## config.mk

```make
export PLATFORM = sky130hd
export DESIGN_NAME = vga_pattern_top
export DESIGN_NICKNAME = d
export VERILOG_FILES = /design/src/source/vga_pkg.sv /design/src/source/cfg_pkg.sv /design/src/source/vga_timing.sv /design/src/source/spi_config.sv /design/src/source/pattern_stage.sv /design/src/source/output_stage.sv /design/src/source/vga_pattern_top.sv
export SDC_FILE = /design/constraint.sdc
export NUM_CORES = 1
export LEC_CHECK = 0
export BUFFER_PORTS_ARGS = -buffer_cell sky130_fd_sc_hd__buf_2
export CAP_MARGIN = 25
export CORE_MARGIN = 3
export CORE_UTILIZATION = 58
export CTS_BUF_LIST = sky130_fd_sc_hd__clkbuf_2
export DETAILED_ROUTE_END_ITERATION = 7
export MAX_ROUTING_LAYER = met4
export PLACE_DENSITY = 0.79
export SYNTH_ARGS = -nofsm -noshare
export SYNTH_HDL_FRONTEND = slang
export SYNTH_SLANG_ARGS = --single-unit
```

## constraint.sdc

```tcl
create_clock -name clk -period 2.17 [get_ports clk]
set_input_delay 0.1085 -clock clk [delete_from_list [all_inputs] [get_ports clk]]
set_output_delay 0.1085 -clock clk [all_outputs]
set_load 0.03 [all_outputs]
```

## src/source/vga_pkg.sv

```systemverilog
package vga_pkg;

    // Pixel or line coordinate, wide enough for an 800x525 raster
    typedef logic [9:0] coord_t;

    // Two bits per channel, red in the high bits
    typedef logic [5:0] rgb_t;

    // Raster state handed from the timing stage to the pattern stage
    typedef struct packed {
        coord_t x;           // Pixel column
        coord_t y;           // Line number
        logic   active;      // Inside visible area
        logic   hsync;       // Low during line sync pulse
        logic   vsync;       // Low during frame sync pulse
        logic   frame_start; // One cycle at x=0, y=0
    } raster_t;

    // Colored pixel handed from the pattern stage to the output stage
    typedef struct packed {
        rgb_t color;         // Raw color, not yet blanked
        logic active;        // Visible area flag, carried along
        logic hsync;         // Delayed to match color
        logic vsync;         // Delayed to match color
    } pixel_t;

    // Blank color, also the pin value in reset
    localparam rgb_t RGB_BLACK = 6'b000000;

    // Pin idle values for the syncs
    localparam logic SYNC_IDLE = 1'b1;

    // Raster value used while in reset
    localparam raster_t RASTER_IDLE = '{
        x:           '0,
        y:           '0,
        active:      1'b0,
        hsync:       SYNC_IDLE,
        vsync:       SYNC_IDLE,
        frame_start: 1'b0
    };

endpackage

```

## src/source/cfg_pkg.sv

```systemverilog
package cfg_pkg;
    import vga_pkg::*;

    // Selects which generator drives the picture
    typedef enum logic [1:0] {
        SRC_NOISE = 2'd0,    // LFSR noise
        SRC_SOLID = 2'd1,    // Single flat color
        SRC_TEXT  = 2'd2,    // Tiled glyph
        SRC_BARS  = 2'd3     // Eight vertical bars
    } src_t;

    typedef logic [2:0]  glyph_t;   // Index into glyph ROM
    typedef logic [11:0] lfsr_t;    // Noise generator state

    // Configuration word as received over SPI, MSB first
    typedef struct packed {
        src_t       src;        // Bits 31:30
        rgb_t       solid;      // Bits 29:24
        rgb_t       text_fg;    // Bits 23:18
        rgb_t       text_bg;    // Bits 17:12
        logic [8:0] reserved;   // Bits 11:3, ignored
        glyph_t     glyph;      // Bits 2:0
    } cfg_t;

    // Solid red after reset
    localparam cfg_t CFG_RESET = '{src: SRC_SOLID, solid: 6'b110000, text_fg: '0,
                                   text_bg: '0, reserved: '0, glyph: '0};

    // Noise restarts here on every frame
    localparam lfsr_t NOISE_SEED = 12'hACE;

endpackage

```

## src/source/vga_timing.sv

```systemverilog
module vga_timing
    import vga_pkg::*;
#(
    parameter int H_ACTIVE = 640,   // Visible pixels per line
    parameter int H_FRONT  = 16,    // Front porch in pixels
    parameter int H_SYNC   = 96,    // Sync pulse in pixels
    parameter int H_BACK   = 48,    // Back porch in pixels
    parameter int V_ACTIVE = 480,   // Visible lines per frame
    parameter int V_FRONT  = 10,    // Front porch in lines
    parameter int V_SYNC   = 2,     // Sync pulse in lines
    parameter int V_BACK   = 33     // Back porch in lines
) (
    input  logic    clk,
    input  logic    rst_n,
    output raster_t raster
);

    localparam int H_TOTAL      = H_ACTIVE + H_FRONT + H_SYNC + H_BACK;
    localparam int V_TOTAL      = V_ACTIVE + V_FRONT + V_SYNC + V_BACK;
    localparam int H_SYNC_START = H_ACTIVE + H_FRONT;
    localparam int H_SYNC_END   = H_SYNC_START + H_SYNC;
    localparam int V_SYNC_START = V_ACTIVE + V_FRONT;
    localparam int V_SYNC_END   = V_SYNC_START + V_SYNC;

    coord_t h_cnt;      // Current pixel in line
    coord_t v_cnt;      // Current line in frame
    logic   h_last;     // Last pixel of the line
    logic   v_last;     // Last line of the frame
    logic   h_sync_on;  // Inside horizontal pulse
    logic   v_sync_on;  // Inside vertical pulse

    assign h_last    = (h_cnt == coord_t'(H_TOTAL - 1));
    assign v_last    = (v_cnt == coord_t'(V_TOTAL - 1));
    assign h_sync_on = (h_cnt >= coord_t'(H_SYNC_START)) && (h_cnt < coord_t'(H_SYNC_END));
    assign v_sync_on = (v_cnt >= coord_t'(V_SYNC_START)) && (v_cnt < coord_t'(V_SYNC_END));

    // Free running raster counters
    always_ff @(posedge clk) begin
        if (!rst_n) begin
            h_cnt <= '0;
            v_cnt <= '0;
        end else if (h_last) begin
            h_cnt <= '0;                        // Wrap to next line
            if (v_last) begin
                v_cnt <= '0;                    // Wrap to next frame
            end else begin
                v_cnt <= v_cnt + coord_t'(1);
            end
        end else begin
            h_cnt <= h_cnt + coord_t'(1);
        end
    end

    // Decoded raster, one cycle behind the counters
    always_ff @(posedge clk) begin
        if (!rst_n) begin
            raster <= RASTER_IDLE;              // Syncs idle high
        end else begin
            raster.x           <= h_cnt;
            raster.y           <= v_cnt;
            raster.active      <= (h_cnt < coord_t'(H_ACTIVE)) && (v_cnt < coord_t'(V_ACTIVE));
            raster.hsync       <= ~h_sync_on;   // Active low pulse
            raster.vsync       <= ~v_sync_on;   // Active low pulse
            raster.frame_start <= (h_cnt == '0) && (v_cnt == '0);
        end
    end

endmodule

```

## src/source/spi_config.sv

```systemverilog
module spi_config
    import cfg_pkg::*;
(
    input  logic clk,
    input  logic rst_n,
    input  logic sclk,         // SPI clock pin, mode 0
    input  logic mosi,         // Host data, MSB first
    input  logic ss,           // Select, active low
    input  cfg_t cur_cfg,      // Word returned to the host
    output logic miso,         // Readback data
    output logic cfg_valid,    // One clk pulse per complete word
    output cfg_t cfg_word      // Received word, valid with cfg_valid
);

    localparam logic [5:0] WORD_BITS = 6'd32;

    logic [2:0]  sclk_pipe;    // Two sync flops plus history
    logic [2:0]  ss_pipe;      // Two sync flops plus history
    logic [1:0]  mosi_pipe;    // Two sync flops, aligned with sclk_pipe[1]
    logic        sclk_rise;
    logic        sclk_fall;
    logic        ss_rise;      // End of transfer
    logic        ss_fall;      // Start of transfer
    logic        ss_low;       // Transfer in progress
    logic [31:0] shift_reg;    // Shared in and out shifter
    logic [5:0]  bit_cnt;      // Saturates at all ones

    // Pin synchronizers
    always_ff @(posedge clk) begin
        if (!rst_n) begin
            sclk_pipe <= '0;
            ss_pipe   <= '1;   // Deselected, avoids a false rise
            mosi_pipe <= '0;
        end else begin
            sclk_pipe <= {sclk_pipe[1:0], sclk};
            ss_pipe   <= {ss_pipe[1:0], ss};
            mosi_pipe <= {mosi_pipe[0], mosi};
        end
    end

    assign sclk_rise = sclk_pipe[1] & ~sclk_pipe[2];
    assign sclk_fall = ~sclk_pipe[1] & sclk_pipe[2];
    assign ss_rise   = ss_pipe[1] & ~ss_pipe[2];
    assign ss_fall   = ~ss_pipe[1] & ss_pipe[2];
    assign ss_low    = ~ss_pipe[1];

    // Load readback on select, then shift in from the bottom
    always_ff @(posedge clk) begin
        if (ss_fall) begin
            shift_reg <= cur_cfg;
        end else if (ss_low && sclk_rise) begin
            shift_reg <= {shift_reg[30:0], mosi_pipe[1]};
        end
    end

    always_ff @(posedge clk) begin
        if (!rst_n) begin
            bit_cnt   <= '0;
            miso      <= 1'b0;
            cfg_valid <= 1'b0;
        end else begin
            cfg_valid <= ss_rise && (bit_cnt == WORD_BITS);  // Short or long words dropped
            if (ss_fall) begin
                bit_cnt <= '0;
                miso    <= cur_cfg[31];    // First bit ready before first sclk rise
            end else if (ss_rise) begin
                miso    <= 1'b0;           // Idle low between transfers
            end else if (ss_low) begin
                if (sclk_rise && (bit_cnt != '1)) begin
                    bit_cnt <= bit_cnt + 6'd1;
                end
                if (sclk_fall) begin
                    miso <= shift_reg[31];   // Next bit after the shift
                end
            end
        end
    end

    // Shifter holds the full word once ss rises
    assign cfg_word = cfg_t'(shift_reg);

endmodule

```

## src/source/pattern_stage.sv

```systemverilog
module pattern_stage
    import vga_pkg::*;
    import cfg_pkg::*;
#(
    parameter int H_ACTIVE = 640   // Visible width for the bar width
) (
    input  logic    clk,
    input  logic    rst_n,
    input  raster_t raster,        // From timing stage
    input  logic    cfg_valid,     // New word from SPI
    input  cfg_t    cfg_word,
    output cfg_t    cur_cfg,       // Latest written word for readback
    output pixel_t  pixel          // To output stage
);

    cfg_t        pending_cfg;      // Written word waiting for frame start
    cfg_t        active_cfg;       // Word driving the picture
    cfg_t        cfg_now;          // Config seen by this pixel
    lfsr_t       lfsr;
    lfsr_t       lfsr_now;         // State for this pixel with frame start reseed
    logic        lfsr_fb;
    logic [31:0] glyph_word;       // Eight rows of four bits with row 0 at bit 0
    logic        glyph_bit;
    logic [12:0] bar_num;          // x times 8
    logic [12:0] bar_quot;
    logic [2:0]  bar_idx;
    rgb_t        noise_color;
    rgb_t        text_color;
    rgb_t        bar_color;
    rgb_t        color;

    // Config swap happens on the first pixel of the frame
    assign cfg_now = raster.frame_start ? pending_cfg : active_cfg;
    assign cur_cfg = pending_cfg;

    always_ff @(posedge clk) begin
        if (!rst_n) begin
            pending_cfg <= CFG_RESET;
            active_cfg  <= CFG_RESET;
        end else begin
            if (cfg_valid) begin
                pending_cfg <= cfg_word;
            end
            if (raster.frame_start) begin
                active_cfg <= pending_cfg;
            end
        end
    end

    // Fibonacci LFSR with taps 12 11 10 4
    assign lfsr_now    = raster.frame_start ? NOISE_SEED : lfsr;
    assign lfsr_fb     = lfsr_now[11] ^ lfsr_now[10] ^ lfsr_now[9] ^ lfsr_now[3];
    assign noise_color = lfsr_now[5:0];   // Taken before the step

    always_ff @(posedge clk) begin
        if (!rst_n) begin
            lfsr <= NOISE_SEED;
        end else if (raster.active) begin
            lfsr <= {lfsr_now[10:0], lfsr_fb};   // One step per visible pixel
        end
    end

    // Glyph ROM indexed by {row, column}
    always_comb begin
        case (cfg_now.glyph)
            3'd0:    glyph_word = 32'hF999999F;   // Hollow box
            3'd1:    glyph_word = 32'hA5A5A5A5;   // Checkerboard
            3'd2:    glyph_word = 32'h0F0F0F0F;   // Horizontal stripes
            3'd3:    glyph_word = 32'h55555555;   // Vertical stripes
            3'd4:    glyph_word = 32'h0999F996;   // Letter A
            3'd5:    glyph_word = 32'h84218421;   // Diagonal
            3'd6:    glyph_word = 32'hFFFFFFFF;   // Solid block
            default: glyph_word = 32'h066FF660;   // Plus sign
        endcase
    end

    assign glyph_bit  = glyph_word[{raster.y[2:0], raster.x[1:0]}];
    assign text_color = glyph_bit ? cfg_now.text_fg : cfg_now.text_bg;

    // Eight equal bars across the visible width
    assign bar_num   = {raster.x, 3'b000};
    assign bar_quot  = bar_num / 13'(H_ACTIVE);
    assign bar_idx   = bar_quot[2:0];
    assign bar_color = {bar_idx[2:1], bar_idx[1:0], bar_idx[0], bar_idx[2]};

    always_comb begin
        case (cfg_now.src)
            SRC_NOISE: color = noise_color;
            SRC_SOLID: color = cfg_now.solid;
            SRC_TEXT:  color = text_color;
            default:   color = bar_color;
        endcase
    end

    always_ff @(posedge clk) begin
        if (!rst_n) begin
            pixel <= '{color: RGB_BLACK, active: 1'b0, hsync: SYNC_IDLE, vsync: SYNC_IDLE};
        end else begin
            pixel.color  <= color;
            pixel.active <= raster.active;   // Timing carried along unchanged
            pixel.hsync  <= raster.hsync;
            pixel.vsync  <= raster.vsync;
        end
    end

endmodule

```

## src/source/output_stage.sv

```systemverilog
module output_stage
    import vga_pkg::*;
(
    input  logic   clk,
    input  logic   rst_n,
    input  pixel_t pixel,      // From pattern stage
    output logic   hsync,      // Pin, active low
    output logic   vsync,      // Pin, active low
    output rgb_t   rgb         // Pin color, black in blanking
);

    rgb_t blanked;             // Color after blanking

    // Monitors expect black outside the visible area
    assign blanked = pixel.active ? pixel.color : RGB_BLACK;

    // All pins from one register stage
    always_ff @(posedge clk) begin
        if (!rst_n) begin
            hsync <= SYNC_IDLE;
            vsync <= SYNC_IDLE;
            rgb   <= RGB_BLACK;
        end else begin
            hsync <= pixel.hsync;
            vsync <= pixel.vsync;
            rgb   <= blanked;
        end
    end

endmodule

```

## src/source/vga_pattern_top.sv

```systemverilog
module vga_pattern_top
    import vga_pkg::*;
    import cfg_pkg::*;
#(
    parameter int H_ACTIVE = 640,   // 640x480 at 60 Hz by default
    parameter int H_FRONT  = 16,
    parameter int H_SYNC   = 96,
    parameter int H_BACK   = 48,
    parameter int V_ACTIVE = 480,
    parameter int V_FRONT  = 10,
    parameter int V_SYNC   = 2,
    parameter int V_BACK   = 33
) (
    input  logic clk,
    input  logic rst_n,
    input  logic sclk,         // SPI clock, at most clk/8
    input  logic mosi,
    input  logic ss,           // Active low
    output logic miso,
    output logic hsync,
    output logic vsync,
    output rgb_t rgb
);

    raster_t raster;           // Stage 0 to stage 1
    pixel_t  pixel;            // Stage 1 to stage 2
    logic    cfg_valid;
    cfg_t    cfg_word;
    cfg_t    cur_cfg;          // Readback word

    vga_timing #(
        .H_ACTIVE (H_ACTIVE),
        .H_FRONT  (H_FRONT),
        .H_SYNC   (H_SYNC),
        .H_BACK   (H_BACK),
        .V_ACTIVE (V_ACTIVE),
        .V_FRONT  (V_FRONT),
        .V_SYNC   (V_SYNC),
        .V_BACK   (V_BACK)
    ) i_timing (.clk(clk), .rst_n(rst_n), .raster(raster));

    pattern_stage #(.H_ACTIVE(H_ACTIVE)) i_pattern (
        .clk(clk), .rst_n(rst_n), .raster(raster), .cfg_valid(cfg_valid),
        .cfg_word(cfg_word), .cur_cfg(cur_cfg), .pixel(pixel)
    );

    output_stage i_output (
        .clk(clk), .rst_n(rst_n), .pixel(pixel), .hsync(hsync), .vsync(vsync), .rgb(rgb)
    );

    spi_config i_spi (
        .clk(clk), .rst_n(rst_n), .sclk(sclk), .mosi(mosi), .ss(ss), .cur_cfg(cur_cfg),
        .miso(miso), .cfg_valid(cfg_valid), .cfg_word(cfg_word)
    );

endmodule

```

## Word-level counts from Yosys, hierarchy flattened

Index checks and enable logic that the tools add are counted.

| word-level totals | value |
|---|---|
| bits in registers | 178 |
| bits of input ports | 5 |
| output and inout bits | 9 |
| word-level logic and storage cells | 106 |

| cells by class | value |
|---|---|
| $add $sub $neg | 3 |
| div/mod/pow operators | 1 |
| $lt $le $gt $ge | 7 |
| equality and inequality tests | 13 |
| muxes and demuxes | 14 |
| bitwise gates (word level) | 15 |
| reduce and logical (&&, ||, !) cells | 18 |

Operator list:

| kind | count |
|---|---|
| $pmux 32 s7 | 1 |
| $mux 32 | 3 |
| $add 10x1->10 const B | 2 |
| $eq 10x10->1 const B | 2 |
| $logic_not 10->1 | 2 |
| $lt 10x10->1 const B | 2 |
| $lt 10x9->1 const B | 2 |
| $pmux 6 s3 | 1 |
| $div 13x10->13 const B | 1 |
| $mux 12 | 1 |
| $ge 10x10->1 const B | 1 |
| $ge 10x9->1 const B | 1 |
| $mux 10 | 1 |
| $eq 3x3->1 const B | 3 |
| $not 1->1 | 8 |
| $logic_and 1x1->1 | 7 |
| $add 6x1->6 const B | 1 |
| $eq 3x2->1 const B | 2 |
| $eq 6x6->1 const B | 1 |
| $lt 5x6->1 const B | 1 |
| $mux 6 | 1 |
| $ne 6x6->1 const B | 1 |
| $bmux 1 s5 | 1 |
| $mux 1 | 5 |
| other kinds (13) | 20 |

## Longest topological paths before layout

Gate-level depths: netlist (run 1).

| logic depth | value |
|---|---|
| depth after elaboration | 7 |
| gate-level depth with buffers | 9 |
| depth with buffers taken out | 8 |

## Cells and area by module

A second synthesis (run 1) with hierarchy kept.

| second synthesis, totals | value |
|---|---|
| cell total of the unflattened synthesis | 791 |
| area total of the unflattened synthesis | 7,524.7 um^2 |

Modules (own cells, without submodules):

| module | instances | cells each | area each (um^2) | sequential area each (um^2) |
|---|---|---|---|---|
| pattern_stage | 1 | 398 | 3,624.7 | 1,521.5 |
| spi_config | 1 | 204 | 2,014.4 | 1,281.2 |
| vga_timing | 1 | 173 | 1,675.4 | 880.8 |
| output_stage | 1 | 16 | 210.2 | 160.2 |

## Worst setup path after synthesis (run 1)

No wires, ideal clock.

| path | value |
|---|---|
| path kind | reg2reg |
| start point | register i_spi.ss_pipe[1] |
| end point | register i_spi.shift_reg[0], in the netlist i_spi.cfg_word[0], enable pin |
| library setup time | 394 ps |
| arrival time | 1,982 ps |
| data required time | 1,776 ps |
| setup slack | -206 ps |
| cell stages (with the launch flop) | 6 |
| buffers on the path | 2 |
| period minus slack after synthesis | 2,376 ps |
| cell sequence | dfxtp_1 -> inv_1 -> ha_1 -> clkbuf_1 -> buf_1 -> nand2b_1 |

| between the ends | value |
|---|---|
| longest elaborated chain between the ends | 3 |
| elaborated cells on any way between the ends | 4 |
| those cells by class | bitwise (2); reduce/logical (2) |

RTL lines:

| element | RTL line | text |
|---|---|---|
| start, declared | spi_config.sv:18 | `logic [2:0] ss_pipe;` |
| start signal, assigned | spi_config.sv:36 | `ss_pipe <= {ss_pipe[1:0], ss};` |
| $not 1->1 (*) | spi_config.sv:44, spi_config.sv:45 |  |
| $and 1x1->1 / $logic_and 1x1->1 (equally long branches) | spi_config.sv:44, spi_config.sv:51 |  |
| $reduce_bool 2->1 (no source line) (*) | - |  |
| end signal, assigned | spi_config.sv:50 | `shift_reg <= cur_cfg;` |
| end signal, assigned | spi_config.sv:52 | `shift_reg <= {shift_reg[30:0], mosi_pipe[1]};` |
| end, declared | spi_config.sv:25 | `logic [31:0] shift_reg;` |

Mark *: on every way between the ends. The rest lies on a longest branch, timed or not.
A chain may end at the register's enable or synchronous reset.

## Worst setup path after layout (run 1)

| path | value |
|---|---|
| start point | register, netlist name i_timing.raster[0] |
| end point | register, netlist name i_pattern.pixel[3] |

| between the ends | value |
|---|---|
| longest elaborated chain between the ends | 7 |
| elaborated cells on any way between the ends | 17 |
| those cells by class | eq/ne (8); mux (7); reduce/logical (2) |

RTL lines:

| element | RTL line | text |
|---|---|---|
| $mux 32 | - |  |
| $eq 3x3->1 (tied with other cells) | pattern_stage.sv:65 | `case (cfg_now.glyph)` |
| $pmux 32 s7 | pattern_stage.sv:65 |  |
| $bmux 1 s5 | pattern_stage.sv:77 | `assign glyph_bit = glyph_word[{raster.y[2:0], raster.x[1:0]}];` |
| $mux 1 (not written as such) | pattern_stage.sv:77 |  |
| $mux 6 | pattern_stage.sv:78 | `assign text_color = glyph_bit ? cfg_now.text_fg : cfg_now.text_bg;` |
| $pmux 6 s3 (*) | pattern_stage.sv:87 | `case (cfg_now.src)` |

Mark *: on every way between the ends. The rest lies on a longest branch, timed or not. The select of a mux whose other input is x is not followed.

==> results of run 1 <==
-- final cells by class --
class	instances	area (sq um)	area share, %
clock buffer	18	90.1	1.17
timing repair buffer	42	350	4.56
sequential	167	3670	47.8
inverter	18	67.6	0.879
multi-input combinational	461	3260	42.4
tap	143	179	2.33
clock inverter	14	68.8	0.895
antenna	1	2.50	0.0325
-- synthesized netlist by cell type, types with 4 or more instances --
master	n	area (sq um)
sky130_fd_sc_hd__dfxtp_1	135	2700
sky130_fd_sc_hd__nor2_1	93	349
sky130_fd_sc_hd__mux2i_1	56	561
sky130_fd_sc_hd__nand2_1	45	169
sky130_fd_sc_hd__mux2_2	35	394
sky130_fd_sc_hd__edfxtp_1	32	961
sky130_fd_sc_hd__clkbuf_1	28	105
sky130_fd_sc_hd__o21ai_0	24	120
sky130_fd_sc_hd__nand3_1	21	105
sky130_fd_sc_hd__and2_1	17	106
sky130_fd_sc_hd__inv_1	17	63.8
sky130_fd_sc_hd__nand2b_1	17	106
sky130_fd_sc_hd__a21oi_1	16	80.1
sky130_fd_sc_hd__xor2_1	14	123
sky130_fd_sc_hd__and3_1	13	81.3
sky130_fd_sc_hd__ha_1	9	113
sky130_fd_sc_hd__nor3_1	8	40.0
sky130_fd_sc_hd__xnor2_1	7	61.3
sky130_fd_sc_hd__buf_1	6	22.5
sky130_fd_sc_hd__nand4_1	6	37.5
sky130_fd_sc_hd__o211ai_1	6	45.0
sky130_fd_sc_hd__or3_1	6	37.5
sky130_fd_sc_hd__a21boi_0	5	37.5
sky130_fd_sc_hd__a31o_2	5	43.8
sky130_fd_sc_hd__a311oi_1	4	35.0
sky130_fd_sc_hd__a31oi_1	4	25.0
sky130_fd_sc_hd__nor4_1	4	25.0
sky130_fd_sc_hd__o221ai_1	4	35.0
-- state kept, by name, indices dropped and copies added, names as in the netlist, 6 cells and up --
| name | cells |
|---|---|
| i_output.rgb | 6 |
| i_pattern.active_cfg | 23 |
| i_pattern.cur_cfg | 32 |
| i_pattern.lfsr | 12 |
| i_pattern.pixel | 9 |
| i_spi.bit_cnt | 6 |
| i_spi.cfg_word | 32 |
| i_timing.h_cnt | 10 |
| i_timing.raster | 15 |
| i_timing.v_cnt | 10 |
-- path summary, 6_finish.rpt --
kind,slack (ns),startpoint,endpoint
worst max register to register,-0.23,i_timing.raster[0]$_SDFF_PN0_,i_pattern.pixel[3]$_SDFF_PN0_
worst min-delay path,0.32,rst_n,i_timing.raster[1]$_SDFF_PN1_
worst max-delay path,-0.23,i_timing.raster[0]$_SDFF_PN0_,i_pattern.pixel[3]$_SDFF_PN0_
worst min register to register,0.42,i_pattern.pixel[1]$_SDFF_PN1_,i_output.hsync$_SDFF_PN1_
-- routing by layer --
metal	vias up	wire (microns)	GRT usage, %
met1	2379	6070	27.9
met4	0	473	10.6
met3	50	645	5.07
met2	140	6720	36.2
met5	-	0	-
li1	2469	-	-
-- what timing repair did --
item	4_1_cts	5_1_grt
pin swaps	3	5
resized for setup	10	16
gates cloned	3	1
setup endpoints to repair	6	8
endpoints found under the hold margin	113	0
setup buffers	3	1
hold buffers	7	0
-- cell families (layout without fill, tap and decap cells) --
logic type,after synthesis,in the layout,share of synthesized area (%)
compound gates,90,90,8.69
xor+xnor,21,21,2.64
fa+ha+maj,10,10,1.76
buf+inv,55,92,3.28
flops,167,167,52.5
mux,94,97,14.4
other cells,0,1,0
simple gates,242,243,16.7
-- cell usage in the layout, fill, tap and decap left out, types with 5 or more instances in the layout --
cell                              n
sky130_fd_sc_hd__nand3_1         21
sky130_fd_sc_hd__buf_4           18
sky130_fd_sc_hd__nor2_1          93
sky130_fd_sc_hd__o21ai_0         23
sky130_fd_sc_hd__and2_1          16
sky130_fd_sc_hd__ha_1             9
sky130_fd_sc_hd__dlygate4sd3_1    7
sky130_fd_sc_hd__clkinv_1         5
sky130_fd_sc_hd__edfxtp_1        32
sky130_fd_sc_hd__inv_1           17
sky130_fd_sc_hd__xnor2_1          7
sky130_fd_sc_hd__a31o_2           5
sky130_fd_sc_hd__or3_1            6
sky130_fd_sc_hd__mux2_2          33
sky130_fd_sc_hd__nand2b_1        16
sky130_fd_sc_hd__nor3_1           5
sky130_fd_sc_hd__nand4_1          6
sky130_fd_sc_hd__buf_2           13
sky130_fd_sc_hd__mux2i_1         56
sky130_fd_sc_hd__xor2_1          14
sky130_fd_sc_hd__a21oi_1         15
sky130_fd_sc_hd__clkinv_2         7
sky130_fd_sc_hd__clkbuf_2        18
sky130_fd_sc_hd__nand2_1         45
sky130_fd_sc_hd__dfxtp_1        130
sky130_fd_sc_hd__o211ai_1         6
sky130_fd_sc_hd__mux2i_4          5
sky130_fd_sc_hd__and3_1          13
-- stage by stage --
step	util, %	std cells
final	66.5	864
after floorplan	-	679
after global placement	62.9	816
after CTS	65.6	861
after global routing	66.5	864
after detailed placement	62.9	816
-- power by group --
part / total, mW / switching (mW) / internal [mW]
sequential: 3.29 / 0.0548 / 3.24
clock: 1.29 / 1.02 / 0.267
combinational: 0.347 / 0.188 / 0.159
-- worst min-delay path, delay by kind of cell --
family | cells | cell delay (ns)
simple gates | 3 | 0.24
buf+inv | 2 | 0.69
==> qor.tcl, run 1 <==
set qor(run_status) {complete, but fails checks}
set qor(violations) {negative setup slack}
set qor(cts-root-buf) {sky130_fd_sc_hd__clkbuf_2}
set qor(syn-instance-count) 679
set qor(min-delay-path-class) {input pin to flip-flop}
set qor(maximum_number_of_pins_on_one_net_before_global_route_repair) 55
set qor(finish.instance_area_sq_um) 7690
set qor(clkSinkCount) 167
set qor(chipHeight_microns) 116
set qor(synth_edf_count) 32
set qor(share_of_the_clock_period_used_by_the_worst_path_pct) 111
set qor(area_growth_from_synthesis_to_final_layout_pct) 10.3
set qor(syn-cell-area_sq_um) 6970
set qor(ctsHtreeMaxLevel) 4
set qor(cp_top_family) {simple AND/OR/NAND/NOR gates}
set qor(x_dimension_of_the_die_microns) 116
set qor(finalPower_mw) 4.92
set qor(postSynthNetCount) 693
set qor(setup_repair_after_global_routing_missed_its_margin) {yes}
set qor(capturing_element_type_of_the_critical_path) {flip-flop}
set qor(maximum_achievable_frequency_ghz) 0.417
set qor(fin_skew_ns) 0.0241
set qor(clk_transition_reported_paths_ns) 0.20
set qor(dpl-instance-area_sq_um) 7270
set qor(layout.filler_cells) 887
set qor(max_cap_violations) 0
set qor(dieArea_sq_um) 13400
set qor(number_of_design_rule_violations_left_by_the_first_detailed_router_iteration) 582
set qor(drt_drc_violations_left) 0
set qor(cpPeakStageDelay_ns) 0.52
set qor(finalHoldViolations) 0
set qor(ys_warn_count) 0
set qor(post-route-worst-setup-slack_ns) -0.230
set qor(main_flop_type_after_synthesis) {sky130_fd_sc_hd__dfxtp_1}
set qor(critical_path_required_ns) 2.82
set qor(timing.critical_path.depth) 7
set qor(worstSetupPathType) {flip-flop to flip-flop}
set qor(floorplan.rows) 39
set qor(maxSlewViolCount) 0
set qor(worstSetupStartpointType) {flip-flop}
set qor(detailedPlace.worstSlack_ns) -0.283
set qor(gp_congestion) 0.923
set qor(post_drt_wl_per_cell_microns) 16.1
set qor(sequential_area_share_after_synthesis_pct) 52.5
set qor(gr-total-overflow) 0
set qor(hold-path-cell-count) 5
set qor(track_usage_pct) 22.8
set qor(total_wire_length_mm) 13.9
set qor(setup-violations-final) 6
set qor(firstDrtPassIters) 6
set qor(place.port_buffers) 13
set qor(path_cells) {buf_12, mux2_4, o31ai_2, a211oi_1, or3_1, or4b_4, o311ai_2}
set qor(critPathSlowestCell) {sky130_fd_sc_hd__or4b_4}
set qor(cts_tree) {built}
set qor(grt_pass1_wl_mm) 23.3
set qor(path_max_fanout) 8
set qor(clock_latency_ns) 0.74
set qor(timing.reg2reg.worst_path_depth) 7
set qor(antenna_violations_before_repair) 1
set qor(post_route_cells_drive_above_1_share_pct) 18.1
set qor(critical_path_arrival_ns) 3.05
set qor(avgSynthCellArea_sq_um) 10.3
set qor(detailed_place_hpwl_mm) 9.08
set qor(hold_ws_ns) 0.323
set qor(vdd.ir_drop.worst_mv) 0.413
set qor(max_slew_margin_pct) 49.0
set qor(clockBufferDepth) 2
set qor(finish.net_count) 721
set qor(initial_utilization_pct) 60.3
set qor(grt_pass1_vias) 4873
set qor(floorplan.core_area_sq_um) 11600
set qor(synthDistinctLibCells) 59
set qor(total_i_o_pin_count) 14
set qor(total_leakage_power_nw) 2.88
set qor(tritoncts.num_buffers) 17
set qor(worstPathBufferInverterCount) 1
set qor(postSynthRegisterBits) 167
set qor(routed-via-count) 5038
set qor(detail-route-antenna-nets) 0
set qor(power.density_nw_per_um2) 640
set qor(final.min_clock_period_ns) 2.40
set qor(avgViaCountPerCell) 5.83
set qor(tightest_slew_ns) 0.765
set qor(synth-async-reset-ratio_pct) 0
set qor(tns_ns) -0.768
No activity file was read; power rests on OpenSTA's default activity.
==> run 2, diff against run 1 <==
--- a/config.mk
+++ b/config.mk
@@ -5,12 +5,12 @@
 export SDC_FILE = /design/constraint.sdc
 export NUM_CORES = 1
 export LEC_CHECK = 0
-export BUFFER_PORTS_ARGS = -buffer_cell sky130_fd_sc_hd__buf_2
 export CAP_MARGIN = 25
 export CORE_MARGIN = 3
-export CORE_UTILIZATION = 58
+export CORE_UTILIZATION = 59
 export CTS_BUF_LIST = sky130_fd_sc_hd__clkbuf_2
 export DETAILED_ROUTE_END_ITERATION = 7
+export DONT_BUFFER_PORTS = 1
 export MAX_ROUTING_LAYER = met4
 export PLACE_DENSITY = 0.79
 export SYNTH_ARGS = -nofsm -noshare
==> qor.tcl, run 2 (synthesized netlist as in run 1, its figures left out) <==
set qor(gr-total-overflow) 0
set qor(placed_cells) 802
set qor(ff_latch_area_sq_um) 3670
set qor(final.min_clock_period_ns) 2.30
set qor(final_cell_mix) {131 x sky130_fd_sc_hd__dfxtp_1, 97 x sky130_fd_sc_hd__dlygate4sd3_1, 92 x sky130_fd_sc_hd__nor2_1}
set qor(post_route_cells_drive_above_1_share_pct) 16.0
set qor(num_antenna_cells) 0
set qor(share_of_the_clock_period_used_by_the_worst_path_pct) 106
set qor(total_leakage_power_nw) 3.32
set qor(max_cap_violations) 0
set qor(cts-root-buf) {sky130_fd_sc_hd__clkbuf_2}
set qor(finalPower_mw) 5.35
set qor(drt_drc_violations_left) 0
set qor(number_of_design_rule_violations_left_by_the_first_detailed_router_iteration) 569
set qor(finalHoldViolations) 25
set qor(run_status) {complete, but fails checks}
set qor(fin_skew_ns) 0.0298
set qor(firstDrtPassIters) 6
set qor(leading_cell_type_in_the_layout_fill_and_taps_excluded) {sky130_fd_sc_hd__dfxtp_1}
set qor(critical_path_required_ns) 2.86
set qor(worstSetupPathType) {flip-flop to flip-flop}
set qor(maximum_number_of_pins_on_one_net_before_global_route_repair) 57
set qor(layout_cells_excl_fill) 942
set qor(post_drt_wl_per_cell_microns) 16.5
set qor(vdd.ir_drop.worst_mv) 0.536
set qor(area_of_the_multi_input_gates_sq_um) 3220
set qor(initial_utilization_pct) 60.8
set qor(x_dimension_of_the_die_microns) 115
set qor(avgViaCountPerCell) 5.85
set qor(total_wire_length_mm) 15.6
set qor(floorplan.rows) 39
set qor(antenna_violations_before_repair) 0
set qor(power.density_nw_per_um2) 622
set qor(grt_pass1_vias) 5424
set qor(worstSetupStartpointType) {flip-flop}
set qor(detail-route-antenna-nets) 0
set qor(setup-violations-final) 6
set qor(chipHeight_microns) 115
set qor(routed-via-count) 5510
set qor(critical_path_arrival_ns) 2.99
set qor(min-delay-path-class) {input pin to flip-flop}
set qor(total_i_o_pin_count) 14
set qor(hold_ws_ns) -0.456
set qor(track_usage_pct) 25.7
set qor(area_growth_from_synthesis_to_final_layout_pct) 23.3
set qor(reg2reg_setup_slack_ns) -0.13
set qor(layout.filler_cells) 727
set qor(max_slew_margin_pct) 51.8
set qor(gp_congestion) 0.894
set qor(clk_transition_reported_paths_ns) 0.25
set qor(post-route-worst-setup-slack_ns) -0.135
set qor(clkSinkCount) 167
set qor(tritoncts.num_buffers) 17
set qor(final_core_util_pct) 75.0
set qor(finish.net_count) 800
set qor(dieArea_sq_um) 13200
set qor(cts_tree) {built}
set qor(maxSlewViolCount) 0
set qor(place.port_buffers) 0
set qor(grt_pass1_wl_mm) 26.0
set qor(ctsHtreeMaxLevel) 4
set qor(maximum_achievable_frequency_ghz) 0.434
set qor(violations) {negative hold slack, negative setup slack}
set qor(floorplan.core_area_sq_um) 11500
set qor(capturing_element_type_of_the_critical_path) {flip-flop}
set qor(detailed_place_hpwl_mm) 8.44
set qor(setup_repair_after_global_routing_missed_its_margin) {yes}
set qor(path_max_fanout) 9
set qor(clock_latency_ns) 0.75
set qor(tns_ns) -0.577
set qor(tightest_slew_ns) 0.721
set qor(clockBufferDepth) 2
==> run 2: changes by cell type in the layout (fill, tap and decap cells not counted), moves of 3 or more <==
| cell | delta |
|---|---|
| sky130_fd_sc_hd__dlygate4sd3_1 | +90 |
| sky130_fd_sc_hd__buf_2 | -13 |
| sky130_fd_sc_hd__buf_6 | +8 |
| sky130_fd_sc_hd__clkinv_2 | -7 |
| sky130_fd_sc_hd__clkinv_1 | -5 |
| sky130_fd_sc_hd__inv_6 | +4 |
| sky130_fd_sc_hd__a21oi_1 | -3 |
| sky130_fd_sc_hd__a21oi_2 | +3 |
| sky130_fd_sc_hd__o21ai_1 | +3 |
==> run 2: power breakdown <==
| group | leakage (nW) | switching, mW | total [mW] | internal (mW) |
|---|---|---|---|---|
| sequential | 1.39 | 0.0650 | 3.30 | 3.24 |
| clock | 0.147 | 1.10 | 1.67 | 0.563 |
| combinational | 1.78 | 0.180 | 0.376 | 0.196 |
| total | 3.32 | 1.35 | 5.35 | 4.00 |
==> run 2: through the flow <==
stage	setup slack, ns	instance area, sq um	hold WS [ns]
after detailed placement	-0.438	7160	0.185
final	-0.135	8600	-0.456
after global placement	-0.301	7160	0.181
after global routing	-0.220	8600	-0.509
after floorplan	0.00112	7000	0.210
after CTS	-0.0713	8540	-0.509
==> run 2: worst paths after layout <==
kind,startpoint,end,depth (start not counted)
worst max register to register,i_timing.raster[0]$_SDFF_PN0_,i_pattern.pixel[7]$_SDFF_PN0_,7
worst min register to register,i_timing.h_cnt[0]$_SDFF_PP0_,i_timing.h_cnt[0]$_SDFF_PP0_,1
worst max-delay path,i_timing.raster[0]$_SDFF_PN0_,i_pattern.pixel[7]$_SDFF_PN0_,7
worst min-delay path,rst_n,i_pattern.pixel[8]$_SDFF_PN0_,2
==> run 2: critical path, cell delays in order, from the launching register on <==
cell,delay [ns]
sky130_fd_sc_hd__dfxtp_4,0.45
sky130_fd_sc_hd__mux2_2,0.41
sky130_fd_sc_hd__o21ai_1,0.14
sky130_fd_sc_hd__o21ai_1,0.10
sky130_fd_sc_hd__a2111oi_2,0.53
sky130_fd_sc_hd__nor3_2,0.19
sky130_fd_sc_hd__a31o_2,0.28
sky130_fd_sc_hd__o211ai_1,0.16
==> run 2: layout make-up <==
type / count / share of cell area (%)
clock buffer: 20 / 1.16
tap: 143 / 2.08
clock inverter: 12 / 1.63
inverter: 18 / 0.786
timing repair buffer: 123 / 14.2
sequential: 167 / 42.7
multi-input combinational: 459 / 37.5
==> run 2: per-layer routing <==
metal	track usage (%)	vias up	wire length (microns)
met4	9.94	0	422
met3	5.66	44	818
met2	41.8	187	7690
met1	31.3	2661	6640
met5	-	-	0
li1	-	2618	-
==> run 2: what timing repair did <==
item / 4_1_cts / 5_1_grt
setup endpoints to repair: 6 / 11
resized for setup: 29 / 6
hold buffers: 96 / 1
cloned: 2 / 0
pin swaps: 8 / 4
endpoints found under the hold margin: 133 / 31
setup buffers: 6 / 3
